`src/design/cpu_defines.svh`:
```
`ifndef CPU_DEFINES_SVH
`define CPU_DEFINES_SVH

// Data and address width of the core and both buses
`define CPU_XLEN 32

// Register file size
`define CPU_REG_COUNT 32

// Register index width
`define CPU_REG_ADDR_BITS 5

// Address of the first fetch after reset
`define CPU_RESET_PC 32'h0000_0000

// PC increment for sequential flow
`define CPU_PC_STEP 32'd4

// EBREAK is matched on the whole word
`define CPU_EBREAK_WORD 32'h0010_0073

`endif
```
`src/design/cpu_pkg.sv`:
```
`default_nettype none

`include "cpu_defines.svh"

package cpu_pkg;

  typedef logic [`CPU_XLEN-1:0]          word_t;
  typedef logic [`CPU_XLEN/8-1:0]        strb_t;
  typedef logic [`CPU_REG_ADDR_BITS-1:0] reg_idx_t;

  // Major opcodes of the supported subset
  typedef enum logic [6:0] {
    OPC_OP     = 7'b0110011,
    OPC_OP_IMM = 7'b0010011,
    OPC_LOAD   = 7'b0000011,
    OPC_STORE  = 7'b0100011,
    OPC_BRANCH = 7'b1100011,
    OPC_SYSTEM = 7'b1110011
  } opcode_e;

  typedef enum logic [2:0] {
    ALU_ADD,
    ALU_SUB,
    ALU_AND,
    ALU_OR,
    ALU_XOR
  } alu_op_e;

  // Encoded like funct3 bits [1:0]
  typedef enum logic [1:0] {
    MEM_BYTE = 2'b00,
    MEM_WORD = 2'b10
  } mem_size_e;

  // R and I formats, funct7 doubles as imm[11:5] and rs2 as imm[4:0]
  typedef struct packed {
    logic [6:0] funct7;
    reg_idx_t   rs2;
    reg_idx_t   rs1;
    logic [2:0] funct3;
    reg_idx_t   rd;
    opcode_e    opcode;
  } instr_ri_t;

  // S and B formats, immediate split around the register fields
  typedef struct packed {
    logic [6:0] imm_hi;
    reg_idx_t   rs2;
    reg_idx_t   rs1;
    logic [2:0] funct3;
    logic [4:0] imm_lo;
    opcode_e    opcode;
  } instr_sb_t;

  typedef union packed {
    instr_ri_t ri;
    instr_sb_t sb;
  } instr_u;

  typedef struct packed {
    alu_op_e   alu_op;
    logic      use_imm;
    word_t     imm;
    reg_idx_t  rs1;
    reg_idx_t  rs2;
    reg_idx_t  rd;
    logic      reg_write;
    logic      is_load;
    logic      is_store;
    logic      load_unsigned;
    mem_size_e mem_size;
    logic      is_branch;
    logic      branch_ne;
    logic      is_halt;
    logic      illegal;
  } decoded_t;

  // Core side of a bus master
  typedef struct packed {
    logic  req;
    logic  write;
    word_t addr;
    word_t wdata;
    strb_t strb;
  } mem_req_t;

  typedef struct packed {
    word_t rdata;
    logic  stall;
  } mem_rsp_t;

  // AXI-lite master outputs
  typedef struct packed {
    logic  aw_valid;
    word_t aw_addr;
    logic  w_valid;
    word_t w_data;
    strb_t w_strb;
    logic  b_ready;
    logic  ar_valid;
    word_t ar_addr;
    logic  r_ready;
  } axi_req_t;

  // AXI-lite slave outputs
  typedef struct packed {
    logic       aw_ready;
    logic       w_ready;
    logic       b_valid;
    logic [1:0] b_resp;
    logic       ar_ready;
    logic       r_valid;
    word_t      r_data;
    logic [1:0] r_resp;
  } axi_rsp_t;

endpackage

`default_nettype wire

```
`src/design/cpu_wrapper.sv`:
```
`timescale 1ns/1ps
`default_nettype none

module cpu_wrapper (
  input  logic              clk,
  input  logic              reset_i,
  output cpu_pkg::axi_req_t imem_axi_o,
  input  cpu_pkg::axi_rsp_t imem_axi_i,
  output cpu_pkg::axi_req_t dmem_axi_o,
  input  cpu_pkg::axi_rsp_t dmem_axi_i,
  output logic              halt_o
);

  // Core side of the two masters
  cpu_pkg::mem_req_t imem_req;
  cpu_pkg::mem_rsp_t imem_rsp;
  cpu_pkg::mem_req_t dmem_req;
  cpu_pkg::mem_rsp_t dmem_rsp;

  cpu_core i_core (
    .clk        (clk),
    .reset_i    (reset_i),
    .imem_req_o (imem_req),
    .imem_rsp_i (imem_rsp),
    .dmem_req_o (dmem_req),
    .dmem_rsp_i (dmem_rsp),
    .halt_o     (halt_o)
  );

  // Instruction fetch port, read only
  axi_lite_master i_imem_master (
    .clk     (clk),
    .reset_i (reset_i),
    .req_i   (imem_req),
    .rsp_o   (imem_rsp),
    .axi_o   (imem_axi_o),
    .axi_i   (imem_axi_i)
  );

  // Load and store port
  axi_lite_master i_dmem_master (
    .clk     (clk),
    .reset_i (reset_i),
    .req_i   (dmem_req),
    .rsp_o   (dmem_rsp),
    .axi_o   (dmem_axi_o),
    .axi_i   (dmem_axi_i)
  );

endmodule

`default_nettype wire

```
`src/design/axi_lite_master.sv`:
```
`timescale 1ns/1ps
`default_nettype none

module axi_lite_master (
  input  logic              clk,
  input  logic              reset_i,
  input  cpu_pkg::mem_req_t req_i,
  output cpu_pkg::mem_rsp_t rsp_o,
  output cpu_pkg::axi_req_t axi_o,
  input  cpu_pkg::axi_rsp_t axi_i
);

  typedef enum logic [2:0] {
    ST_IDLE,
    ST_RADDR,
    ST_RDATA,
    ST_WRITE,
    ST_WRESP,
    ST_DONE
  } master_state_e;

  master_state_e  state_q;
  logic           aw_done_q;
  logic           w_done_q;
  cpu_pkg::word_t addr_q;
  cpu_pkg::word_t wdata_q;
  cpu_pkg::strb_t strb_q;
  cpu_pkg::word_t rdata_q;
  logic           aw_fire;
  logic           w_fire;
  logic           aw_ok;
  logic           w_ok;

  // Channel outputs follow the state and the latched request
  always_comb begin
    axi_o          = '0;
    axi_o.ar_valid = (state_q == ST_RADDR);
    axi_o.ar_addr  = addr_q;
    axi_o.r_ready  = (state_q == ST_RDATA);
    axi_o.aw_valid = (state_q == ST_WRITE) && !aw_done_q;
    axi_o.aw_addr  = addr_q;
    axi_o.w_valid  = (state_q == ST_WRITE) && !w_done_q;
    axi_o.w_data   = wdata_q;
    axi_o.w_strb   = strb_q;
    axi_o.b_ready  = (state_q == ST_WRESP);
  end

  assign aw_fire = axi_o.aw_valid && axi_i.aw_ready;
  assign w_fire  = axi_o.w_valid && axi_i.w_ready;
  // AW and W may finish in either order or together
  assign aw_ok   = aw_done_q || aw_fire;
  assign w_ok    = w_done_q || w_fire;

  // Stall from acceptance until the done cycle
  assign rsp_o.stall = (state_q == ST_IDLE) ? req_i.req : (state_q != ST_DONE);
  assign rsp_o.rdata = rdata_q;

  always_ff @(posedge clk) begin
    if (reset_i) begin
      state_q   <= ST_IDLE;
      aw_done_q <= 1'b0;
      w_done_q  <= 1'b0;
    end else begin
      case (state_q)
        ST_IDLE: begin
          aw_done_q <= 1'b0;
          w_done_q  <= 1'b0;
          if (req_i.req) begin
            state_q <= req_i.write ? ST_WRITE : ST_RADDR;
          end
        end
        ST_RADDR: begin
          if (axi_i.ar_ready) begin
            state_q <= ST_RDATA;
          end
        end
        ST_RDATA: begin
          if (axi_i.r_valid) begin
            state_q <= ST_DONE;
          end
        end
        ST_WRITE: begin
          aw_done_q <= aw_ok;
          w_done_q  <= w_ok;
          if (aw_ok && w_ok) begin
            state_q <= ST_WRESP;
          end
        end
        ST_WRESP: begin
          // Response code is not checked
          if (axi_i.b_valid) begin
            state_q <= ST_DONE;
          end
        end
        default: state_q <= ST_IDLE;
      endcase
    end
  end

  // Request payload taken once, when the request is accepted
  always_ff @(posedge clk) begin
    if ((state_q == ST_IDLE) && req_i.req) begin
      addr_q  <= req_i.addr;
      wdata_q <= req_i.wdata;
      strb_q  <= req_i.strb;
    end
    if ((state_q == ST_RDATA) && axi_i.r_valid) begin
      rdata_q <= axi_i.r_data;
    end
  end

  // Valid stays up with a stable payload until the slave takes it
  a_ar_hold: assert property (@(posedge clk) disable iff (reset_i)
    (axi_o.ar_valid && !axi_i.ar_ready) |=> (axi_o.ar_valid && $stable(axi_o.ar_addr)));

  a_aw_hold: assert property (@(posedge clk) disable iff (reset_i)
    (axi_o.aw_valid && !axi_i.aw_ready) |=> (axi_o.aw_valid && $stable(axi_o.aw_addr)));

  a_w_hold: assert property (@(posedge clk) disable iff (reset_i)
    (axi_o.w_valid && !axi_i.w_ready) |=> (axi_o.w_valid && $stable(axi_o.w_data)));

endmodule

`default_nettype wire

```
`src/design/cpu_core.sv`:
```
`timescale 1ns/1ps
`default_nettype none

`include "cpu_defines.svh"

module cpu_core (
  input  logic              clk,
  input  logic              reset_i,
  output cpu_pkg::mem_req_t imem_req_o,
  input  cpu_pkg::mem_rsp_t imem_rsp_i,
  output cpu_pkg::mem_req_t dmem_req_o,
  input  cpu_pkg::mem_rsp_t dmem_rsp_i,
  output logic              halt_o
);

  typedef enum logic [1:0] {
    ST_FETCH,
    ST_EXEC,
    ST_MEM,
    ST_HALT
  } core_state_e;

  core_state_e       state_q;
  cpu_pkg::word_t    pc_q;
  cpu_pkg::instr_u   ir_q;
  cpu_pkg::decoded_t dec;
  cpu_pkg::word_t    rs1_val;
  cpu_pkg::word_t    rs2_val;
  cpu_pkg::word_t    alu_res;
  cpu_pkg::word_t    branch_target;
  logic              branch_taken;
  cpu_pkg::mem_req_t exe_dmem_req;
  logic              mem_op;
  logic              stop;
  logic              wb_en;

  cpu_decode i_decode (
    .instr_i (ir_q),
    .dec_o   (dec)
  );

  cpu_execute i_execute (
    .dec_i           (dec),
    .rs1_val_i       (rs1_val),
    .rs2_val_i       (rs2_val),
    .pc_i            (pc_q),
    .alu_res_o       (alu_res),
    .branch_taken_o  (branch_taken),
    .branch_target_o (branch_target),
    .dmem_req_o      (exe_dmem_req)
  );

  // Low address bits select the load byte lane
  cpu_result i_result (
    .clk           (clk),
    .reset_i       (reset_i),
    .dec_i         (dec),
    .rs1_o         (rs1_val),
    .rs2_o         (rs2_val),
    .alu_res_i     (alu_res),
    .load_data_i   (dmem_rsp_i.rdata),
    .load_offset_i (alu_res[1:0]),
    .wb_en_i       (wb_en)
  );

  assign mem_op = dec.is_load | dec.is_store;
  // Illegal encodings stop the core like EBREAK
  assign stop   = dec.is_halt | dec.illegal;

  // ALU ops write in EXEC, loads in the MEM completion cycle
  assign wb_en = ((state_q == ST_EXEC) && !stop && !mem_op) ||
                 ((state_q == ST_MEM) && !dmem_rsp_i.stall);

  // Fetch port never writes
  always_comb begin
    imem_req_o      = '0;
    imem_req_o.req  = (state_q == ST_FETCH);
    imem_req_o.addr = pc_q;
  end

  // Fields come from execute, request only in MEM
  always_comb begin
    dmem_req_o     = exe_dmem_req;
    dmem_req_o.req = exe_dmem_req.req && (state_q == ST_MEM);
  end

  assign halt_o = (state_q == ST_HALT);

  always_ff @(posedge clk) begin
    if (reset_i) begin
      state_q <= ST_FETCH;
      pc_q    <= `CPU_RESET_PC;
    end else begin
      case (state_q)
        ST_FETCH: begin
          if (!imem_rsp_i.stall) begin
            state_q <= ST_EXEC;
          end
        end
        ST_EXEC: begin
          if (stop) begin
            state_q <= ST_HALT;
          end else if (mem_op) begin
            state_q <= ST_MEM;
          end else begin
            state_q <= ST_FETCH;
            pc_q    <= branch_taken ? branch_target : pc_q + `CPU_PC_STEP;
          end
        end
        ST_MEM: begin
          if (!dmem_rsp_i.stall) begin
            state_q <= ST_FETCH;
            pc_q    <= pc_q + `CPU_PC_STEP;
          end
        end
        default: state_q <= ST_HALT;
      endcase
    end
  end

  // Instruction register loads on fetch completion
  always_ff @(posedge clk) begin
    if ((state_q == ST_FETCH) && !imem_rsp_i.stall) begin
      ir_q <= imem_rsp_i.rdata;
    end
  end

  // Branch targets and sequential steps keep the PC word aligned
  a_pc_aligned: assert property (@(posedge clk) disable iff (reset_i)
    pc_q[1:0] == 2'b00);

endmodule

`default_nettype wire

```
`src/design/cpu_result.sv`:
```
`timescale 1ns/1ps
`default_nettype none

`include "cpu_defines.svh"

module cpu_result (
  input  logic              clk,
  input  logic              reset_i,
  input  cpu_pkg::decoded_t dec_i,
  output cpu_pkg::word_t    rs1_o,
  output cpu_pkg::word_t    rs2_o,
  input  cpu_pkg::word_t    alu_res_i,
  input  cpu_pkg::word_t    load_data_i,
  input  logic [1:0]        load_offset_i,
  input  logic              wb_en_i
);

  cpu_pkg::word_t regs [`CPU_REG_COUNT];
  logic [4:0]     lane_shift;
  logic [7:0]     load_byte;
  cpu_pkg::word_t load_val;
  cpu_pkg::word_t wb_data;

  // x0 reads as zero whatever the array holds
  assign rs1_o = (dec_i.rs1 == '0) ? '0 : regs[dec_i.rs1];
  assign rs2_o = (dec_i.rs2 == '0) ? '0 : regs[dec_i.rs2];

  // Byte lane picked by the low address bits
  assign lane_shift = {load_offset_i, 3'b000};
  assign load_byte  = load_data_i[lane_shift +: 8];

  always_comb begin
    if (dec_i.mem_size == cpu_pkg::MEM_WORD) begin
      load_val = load_data_i;
    end else if (dec_i.load_unsigned) begin
      load_val = {24'h0, load_byte};
    end else begin
      // LB sign extends
      load_val = {{24{load_byte[7]}}, load_byte};
    end
  end

  assign wb_data = dec_i.is_load ? load_val : alu_res_i;

  always_ff @(posedge clk) begin
    if (reset_i) begin
      for (int i = 0; i < `CPU_REG_COUNT; i++) begin
        regs[i] <= '0;
      end
    end else if (wb_en_i && dec_i.reg_write && (dec_i.rd != '0)) begin
      regs[dec_i.rd] <= wb_data;
    end
  end

  // Writes aimed at x0 are dropped
  a_x0_zero: assert property (@(posedge clk) disable iff (reset_i)
    (wb_en_i && dec_i.reg_write && (dec_i.rd == '0)) |=> (regs[0] == '0));

endmodule

`default_nettype wire

```
`src/design/cpu_execute.sv`:
```
`timescale 1ns/1ps
`default_nettype none

module cpu_execute (
  input  cpu_pkg::decoded_t dec_i,
  input  cpu_pkg::word_t    rs1_val_i,
  input  cpu_pkg::word_t    rs2_val_i,
  input  cpu_pkg::word_t    pc_i,
  output cpu_pkg::word_t    alu_res_o,
  output logic              branch_taken_o,
  output cpu_pkg::word_t    branch_target_o,
  output cpu_pkg::mem_req_t dmem_req_o
);

  cpu_pkg::word_t op_b;
  logic           is_byte;

  // Second operand is the immediate for ADDI, loads and stores
  assign op_b = dec_i.use_imm ? dec_i.imm : rs2_val_i;

  always_comb begin
    case (dec_i.alu_op)
      cpu_pkg::ALU_ADD: alu_res_o = rs1_val_i + op_b;
      cpu_pkg::ALU_SUB: alu_res_o = rs1_val_i - op_b;
      cpu_pkg::ALU_AND: alu_res_o = rs1_val_i & op_b;
      cpu_pkg::ALU_OR:  alu_res_o = rs1_val_i | op_b;
      cpu_pkg::ALU_XOR: alu_res_o = rs1_val_i ^ op_b;
      default:          alu_res_o = rs1_val_i + op_b;
    endcase
  end

  // Branch compare on the raw register values
  assign branch_taken_o  = dec_i.is_branch &
                           (dec_i.branch_ne ? (rs1_val_i != rs2_val_i)
                                            : (rs1_val_i == rs2_val_i));
  assign branch_target_o = pc_i + dec_i.imm;

  assign is_byte = (dec_i.mem_size == cpu_pkg::MEM_BYTE);

  // Effective address is the ALU sum, loads and stores decode to ADD
  always_comb begin
    dmem_req_o       = '0;
    dmem_req_o.req   = dec_i.is_load | dec_i.is_store;
    dmem_req_o.write = dec_i.is_store;
    // Bus always sees the word address, lanes pick the byte
    dmem_req_o.addr  = {alu_res_o[31:2], 2'b00};
    if (is_byte) begin
      // Byte copied to every lane, strobe selects the one that counts
      dmem_req_o.wdata = {4{rs2_val_i[7:0]}};
      dmem_req_o.strb  = 4'b0001 << alu_res_o[1:0];
    end else begin
      dmem_req_o.wdata = rs2_val_i;
      dmem_req_o.strb  = 4'b1111;
    end
  end

endmodule

`default_nettype wire

```
`src/design/cpu_decode.sv`:
```
`timescale 1ns/1ps
`default_nettype none

`include "cpu_defines.svh"

module cpu_decode (
  input  cpu_pkg::instr_u   instr_i,
  output cpu_pkg::decoded_t dec_o
);

  cpu_pkg::word_t imm_i;
  cpu_pkg::word_t imm_s;
  cpu_pkg::word_t imm_b;

  // I immediate from the R/I view
  assign imm_i = {{20{instr_i.ri.funct7[6]}}, instr_i.ri.funct7, instr_i.ri.rs2};

  // S immediate from the S/B view
  assign imm_s = {{20{instr_i.sb.imm_hi[6]}}, instr_i.sb.imm_hi, instr_i.sb.imm_lo};

  // B immediate, bit 11 sits in imm_lo[0] and bit 0 is always zero
  assign imm_b = {{20{instr_i.sb.imm_hi[6]}}, instr_i.sb.imm_lo[0],
                  instr_i.sb.imm_hi[5:0], instr_i.sb.imm_lo[4:1], 1'b0};

  always_comb begin
    dec_o          = '0;
    dec_o.alu_op   = cpu_pkg::ALU_ADD;
    dec_o.mem_size = cpu_pkg::MEM_WORD;
    // Register fields sit in the same place in both views
    dec_o.rs1      = instr_i.ri.rs1;
    dec_o.rs2      = instr_i.ri.rs2;
    dec_o.rd       = instr_i.ri.rd;
    case (instr_i.ri.opcode)
      cpu_pkg::OPC_OP: begin
        dec_o.reg_write = 1'b1;
        case ({instr_i.ri.funct7, instr_i.ri.funct3})
          {7'b0000000, 3'b000}: dec_o.alu_op = cpu_pkg::ALU_ADD;
          {7'b0100000, 3'b000}: dec_o.alu_op = cpu_pkg::ALU_SUB;
          {7'b0000000, 3'b111}: dec_o.alu_op = cpu_pkg::ALU_AND;
          {7'b0000000, 3'b110}: dec_o.alu_op = cpu_pkg::ALU_OR;
          {7'b0000000, 3'b100}: dec_o.alu_op = cpu_pkg::ALU_XOR;
          default:              dec_o.illegal = 1'b1;
        endcase
      end
      cpu_pkg::OPC_OP_IMM: begin
        // ADDI only
        dec_o.reg_write = 1'b1;
        dec_o.use_imm   = 1'b1;
        dec_o.imm       = imm_i;
        dec_o.illegal   = (instr_i.ri.funct3 != 3'b000);
      end
      cpu_pkg::OPC_LOAD: begin
        dec_o.reg_write     = 1'b1;
        dec_o.use_imm       = 1'b1;
        dec_o.imm           = imm_i;
        dec_o.is_load       = 1'b1;
        dec_o.load_unsigned = instr_i.ri.funct3[2];
        case (instr_i.ri.funct3)
          3'b000:  dec_o.mem_size = cpu_pkg::MEM_BYTE;
          3'b100:  dec_o.mem_size = cpu_pkg::MEM_BYTE;
          3'b010:  dec_o.mem_size = cpu_pkg::MEM_WORD;
          default: dec_o.illegal  = 1'b1;
        endcase
      end
      cpu_pkg::OPC_STORE: begin
        dec_o.use_imm  = 1'b1;
        dec_o.imm      = imm_s;
        dec_o.is_store = 1'b1;
        case (instr_i.sb.funct3)
          3'b000:  dec_o.mem_size = cpu_pkg::MEM_BYTE;
          3'b010:  dec_o.mem_size = cpu_pkg::MEM_WORD;
          default: dec_o.illegal  = 1'b1;
        endcase
      end
      cpu_pkg::OPC_BRANCH: begin
        // BEQ and BNE differ only in funct3[0]
        dec_o.imm       = imm_b;
        dec_o.is_branch = 1'b1;
        dec_o.branch_ne = instr_i.sb.funct3[0];
        dec_o.illegal   = (instr_i.sb.funct3[2:1] != 2'b00);
      end
      cpu_pkg::OPC_SYSTEM: begin
        dec_o.is_halt = (instr_i == `CPU_EBREAK_WORD);
        dec_o.illegal = (instr_i != `CPU_EBREAK_WORD);
      end
      default: dec_o.illegal = 1'b1;
    endcase
    // Nothing outside the subset may touch the register file
    if (dec_o.illegal) begin
      dec_o.reg_write = 1'b0;
    end
  end

endmodule

`default_nettype wire

```
`config.mk`:
```
export PLATFORM = sky130hd
export DESIGN_NAME = cpu_wrapper
export DESIGN_NICKNAME = d
export VERILOG_FILES = /design/src/design/cpu_pkg.sv /design/src/design/cpu_wrapper.sv /design/src/design/axi_lite_master.sv /design/src/design/cpu_core.sv /design/src/design/cpu_result.sv /design/src/design/cpu_execute.sv /design/src/design/cpu_decode.sv
export VERILOG_INCLUDE_DIRS = /design/src /design/src/design
export SDC_FILE = /design/constraint.sdc
export NUM_CORES = 2
export LEC_CHECK = 0
export CORE_ASPECT_RATIO = 1.4
export CORE_MARGIN = 1.5
export CORE_UTILIZATION = 40
export DETAILED_ROUTE_END_ITERATION = 12
export DONT_BUFFER_PORTS = 1
export PLACE_DENSITY = 0.57
export SETUP_SLACK_MARGIN = 0.2
export SLEW_MARGIN = 20
export SYNTH_ARGS = -nofsm -noshare
export SYNTH_HDL_FRONTEND = slang
export SYNTH_SLANG_ARGS = --single-unit
```
`constraint.sdc`:
```
create_clock -name clk -period 6.4 [get_ports clk]
set_clock_uncertainty 0.1 [all_clocks]
set_input_delay 0.64 -clock clk [delete_from_list [all_inputs] [get_ports clk]]
set_output_delay 0.64 -clock clk [all_outputs]
set_load 0.005 [all_outputs]
```
* Word-level counts from Yosys, hierarchy flattened *
Memories as Yosys holds them, arrays and structs flattened. A register that Yosys moved wholly into a read port is not among the register bits.
Cells that the tools add are included.

storage, ports and cells
  register bits = 238
  memory bits (writable) = 1,024
  input port bits = 84
  output and inout port bits = 211
  word-level logic and storage cells = 202
  memories kept = 1

memories
  name                  words  width  rd ports  clocked after memory_dff  write ports  RTL line          source
  i_core.i_result.regs  32     32     2         2                         32           cpu_result.sv:18  cpu_pkg::word_t regs [`CPU_REG_COUNT];

cells by class
  add/subtract/negate cells = 4
  equality and inequality tests = 48
  shifts and indexed selects = 2
  mux-type cells = 66
  bitwise logic cells = 6
  reduce and logical (&&, ||, !) cells = 60

operators with widths
  operator                                                count
  two-way mux 32 bit                                      11
  case mux 32 bit (4 select lines)                        1
  case mux 32 bit (3 select lines)                        1
  adder 32 bit                                            2
  case mux 32 bit (2 select lines)                        1
  two-way mux 36 bit                                      1
  two-way mux 3 bit                                       11
  adder 32 x 3 -> 32 bit (second input constant)          1
  bitwise AND 32 bit                                      1
  equality test 32 x 21 -> 1 bit (second input constant)  1
  equality test 32 bit                                    1
  != test 32 x 21 -> 1 bit (second input constant)        1
  != test 32 bit                                          1
  bitwise OR 32 bit                                       1
  OR reduction 32 bit                                     1
  variable part select 32 x 6 -> 8 bit                    1
  subtractor 32 bit                                       1
  XOR 32 bit                                              1
  equality test 10 x 3 -> 1 bit (second input constant)   3
  case mux 3 bit (5 select lines)                         2
  equality test 3 x 2 -> 1 bit (second input constant)    7
  logical AND 1 bit                                       21
  two-way mux 1 bit                                       19
  two-way mux 2 bit                                       8
  36 further kinds                                        87

* Depth between registers and ports, before layout *
  word-level depth = 16
  gate-level depth with buffers = 31
  gate-level depth less buffers = 26

* By module *
Synthesis repeated with hierarchy kept, for this count alone.

second synthesis, totals
  cells, all modules = 5,594
  area, all modules = 72,326.9 sq um

by module, submodules not included
  module           instances  cells an instance  area an instance (sq um)  sequential area each (sq um)
  cpu_result       1          3,783              54,121.9                  30,749.5
  axi_lite_master  2          179                3,612.2                   3,103.0
  cpu_execute      1          972                6,760.2                   0.0
  cpu_core         1          364                3,450.8                   1,641.6
  cpu_decode       1          117                769.5                     0.0

* Worst setup path after synthesis *
No wires, ideal clock.

  kind = register to register
  from = register i_core.ir_q[2] (netlist name)
  to = memory i_core.i_result.regs[10][27] (netlist name), data pin
  library setup time = 0.266 ns
  data arrival time = 6.252 ns
  data required time = 6.034 ns
  setup slack = -0.218 ns
  cell stages (with the launch flop) = 28
  path buffers = 5
  cells stage by stage = edfxtp_1 nand4bb_1 clkbuf_1 nor2_1 and2_1 clkbuf_1 clkbuf_1 clkbuf_1 nor2_1 a21oi_1 ha_1 o211ai_2 or3_1 or4_4 nor3_4 nor2_1 xnor2_1 ha_1 a211oi_1 nand3_1 a2111o_1 a31oi_1 o21ai_0 xnor2_1 o21ai_0 o21ai_0 clkbuf_1 nor2_1

RTL lines
  what                    RTL line          source
  start, declared         cpu_core.sv:25    cpu_pkg::instr_u ir_q;
  start signal, assigned  cpu_core.sv:124   ir_q <= imem_rsp_i.rdata;
  end, declared           cpu_result.sv:18

==> run metrics <==
worst skew pair latency=slightly above 0.8 ns; Logic pwr share=34.4%; top-count cell post-synth=edfxtp_1; input/output buffers=0; total wire length=about 280000 um; Reg2Reg Setup Slack=-0.32 ns; first-pass GRT wire length=386000 um; syn avg cell area=12.9 um^2; GRT Overall Usage=between 30% and 40%; clk slew on worst S/H paths=~0.070 ns; Lkg Pwr=roughly 0.03 uW; CP max stage delay=roughly 0.60 ns; power density over cell area=around 320 mW/mm^2; CTS Buf Count=roughly 120; crit end category=flip-flop; Netlist cell types=97; Place WS=-1.00 ns; vias in the first global route=between 50000 and 60000; WHS=between 0.04 and 0.05 ns; setup ws final=-0.323 ns; most area-hungry cell type in the Yosys netlist=edfxtp_1; layout net count=a little over 6000; Overflow after GRT=0; CP bufs+invs=8; Max Clock Freq=roughly 150 MHz; Crit Path Category=flip-flop to flip-flop; DRC viols=0; register share of total power=a little under two fifths; area delta synth->final=18.2%; core footprint=between 0.15 and 0.2 mm^2; slew at the pin with the worst max-slew slack=~1.1 ns; clk sinks=1272; die width=between 300 and 400 um; final setup fails=274; drt via density=6.28; fill count=about 15000; Worst Path Max Fanout=8; Switch Pwr=roughly 9500 uW; RSZ-0062 raised after global routing=true; outcome=finished with violations; TritonCTS clock tree=done; Worst path slowest cell=mux4_2; routed length per instance=about 34 um; pin count of the biggest net entering global routing=64; root buffer cell=clkbuf_16; Synth top cells by count=edfxtp_1, nor2_1, mux4_2; met2 WL post-DR=around 140000 um; number of antenna-violating nets in the routed design=0; Setup TNS=-32.41 ns; gpl congestion=roughly 1; Worst IR Drop VDD=0.378 mV; die area=roughly 0.18 mm^2; dpl cells=about 7900; CP arrival=approximately 7.1 ns; Yosys Warn Count=0; Yosys top cell area share=a little over half; failing checks=negative setup slack; delay-heaviest family, CP=simple AND/OR/NAND/NOR gates; H-tree depth=3; top post-synthesis cells by area=edfxtp_1, mux4_2, nor2_1; layout cells sized above 1=between 20% and 30%; starting density of the core=approximately two fifths; register area share after synthesis=around 54%; first-pass iteration count of the detailed router=7; Power Internal=about 17000 uW; Clock Power Share=between 20 and 30%; max-slew violation count=0; antenna violations before repair=9; initial DRC count=roughly 6200; startpoint types=flip-flop; Max-slew headroom=between 20% and 30%; Mapped Cells=~5400; FFs w/ async S/R, synth=0%; met3 wire len=~25000 um; clk buf depth=3; max-cap violation count=0; Syn Std Cell Area=0.0696 mm^2; Rows=between 150 and 200; routed via count=51584; placed cell area=approximately 0.076 mm^2; Hold Fails Final Rpt=0; post-route cell area=just over 0.08 mm^2; post-layout instance count excluding filler cells=between 8000 and 9000; Main synth FF type=edfxtp_1; Highest Signal Layer=met5; hold crit path type=input pin to flip-flop; switching share of power=roughly 36%; Die H=~500 um; HPWL Detailed=195000 um; number of flops mapped to enable cells by yosys=between 1000 and 1500; period utilization=105%; io pins=just under 300; Tmin final=just under 7 ns; register bit total from synthesis=about 1300; CP Data Required Time=roughly 6.8 ns; Post-Route M1 WL=89200 um
[layout by cell type, fill, tap and decap left out, types with 88 or more instances in the layout]
cell,count
nor3_1,88
inv_1,112
ha_1,131
nand2_1,233
o21ai_0,122
edfxtp_1,1218
clkbuf_16,126
mux4_2,511
nor2_1,1060
a21oi_1,128
buf_4,612
mux2i_1,121
[area by class of cell]
class                           instances  area (um^2)  share of cell area [%]
Multi-Input combinational cell       3526        30000                    36.4
Sequential cell                      1272        37700                    45.8
Inverter                              118          444                   0.540
Clock inverter                         90          970                    1.18
Timing Repair Buffer                  781         7300                    8.87
Tap cell                             2287         2860                    3.48
Antenna cell                            3         7.51                 0.00912
Clock buffer                          137         3090                    3.75
[flip-flops by register name, indices dropped and copies added (netlist names), named ones only]
| signal | flops |
|---|---|
| i_core.i_result.regs | 1024 |
| i_core.ir_q | 32 |
| i_core.pc_q | 32 |
| i_core.state_q | 2 |
| i_dmem_master.addr_q | 30 |
| i_dmem_master.aw_done_q | 1 |
| i_dmem_master.rdata_q | 32 |
| i_dmem_master.state_q | 3 |
| i_dmem_master.strb_q | 4 |
| i_dmem_master.w_done_q | 1 |
| i_dmem_master.wdata_q | 32 |
| i_imem_master.addr_q | 32 |
| i_imem_master.aw_done_q | 1 |
| i_imem_master.rdata_q | 32 |
| i_imem_master.state_q | 3 |
| i_imem_master.w_done_q | 1 |
[what timing repair did]
| item | CTS | global route |
|---|---|---|
| setup buffers | 12 | 17 |
| pin swaps | 34 | 16 |
| endpoints found under the hold margin | 125 | 0 |
| resized for setup | 58 | 115 |
| hold buffers | 68 | 0 |
| setup endpoints to repair | 579 | 632 |
| gates cloned | 3 | 8 |
[through the flow]
step           util (%)  total power (uW)
6_report           47.5             26700
5_1_grt            47.5             27300
4_1_cts            47.0             26100
3_5_place_dp       44.0             18300
3_3_place_gp       44.0             18300
2_1_floorplan         -             14400
[worst paths after layout]
check,startpoint,endpoint,cells after the start
min,imem_axi_i[40],i_imem_master.aw_done_q,3
min reg2reg,i_imem_master.rdata_q[26],i_core.ir_q[26],0
max reg2reg,flip-flop,i_core.i_result.regs[26][31],28
max,flip-flop,i_core.i_result.regs[26][31],28
[logic make-up after synthesis]
| kind of cell | count (synthesis) | share of synthesized area (%) |
|---|---|---|
| AO/OA/AOI/OAI | 794 | 7.73 |
| XOR/XNOR | 103 | 1.30 |
| adder cells (fa/ha/maj) | 134 | 2.43 |
| buffers and inverters | 688 | 4.94 |
| flip-flops | 1272 | 54.1 |
| multiplexers | 659 | 18.7 |
| other | 1 | 0.00539 |
| AND/OR/NAND/NOR | 1764 | 10.8 |
[metal layers]
metal,GRT usage [%],vias to the layer above
li1,-,21233
met1,33.0,26213
met2,54.1,3130
met3,5.61,998
met4,26.5,10
met5,0,-
[power groups by stage]
stage                     clock [uW]  sequential, uW  combinational, uW
final                           7530            9970               9160
after detailed placement           0           10100               8200
after CTS                       7580            9970               8550
after floorplan                    0            9940               4480
after global routing            7850           10000               9480
after global placement             0           10100               8150
[tightest hold or removal path: stages]
cell and delay (ns):
a21o_1 0.09, nand2_1 0.04, a21oi_1 0.11
(Power assumes the default switching activity.)
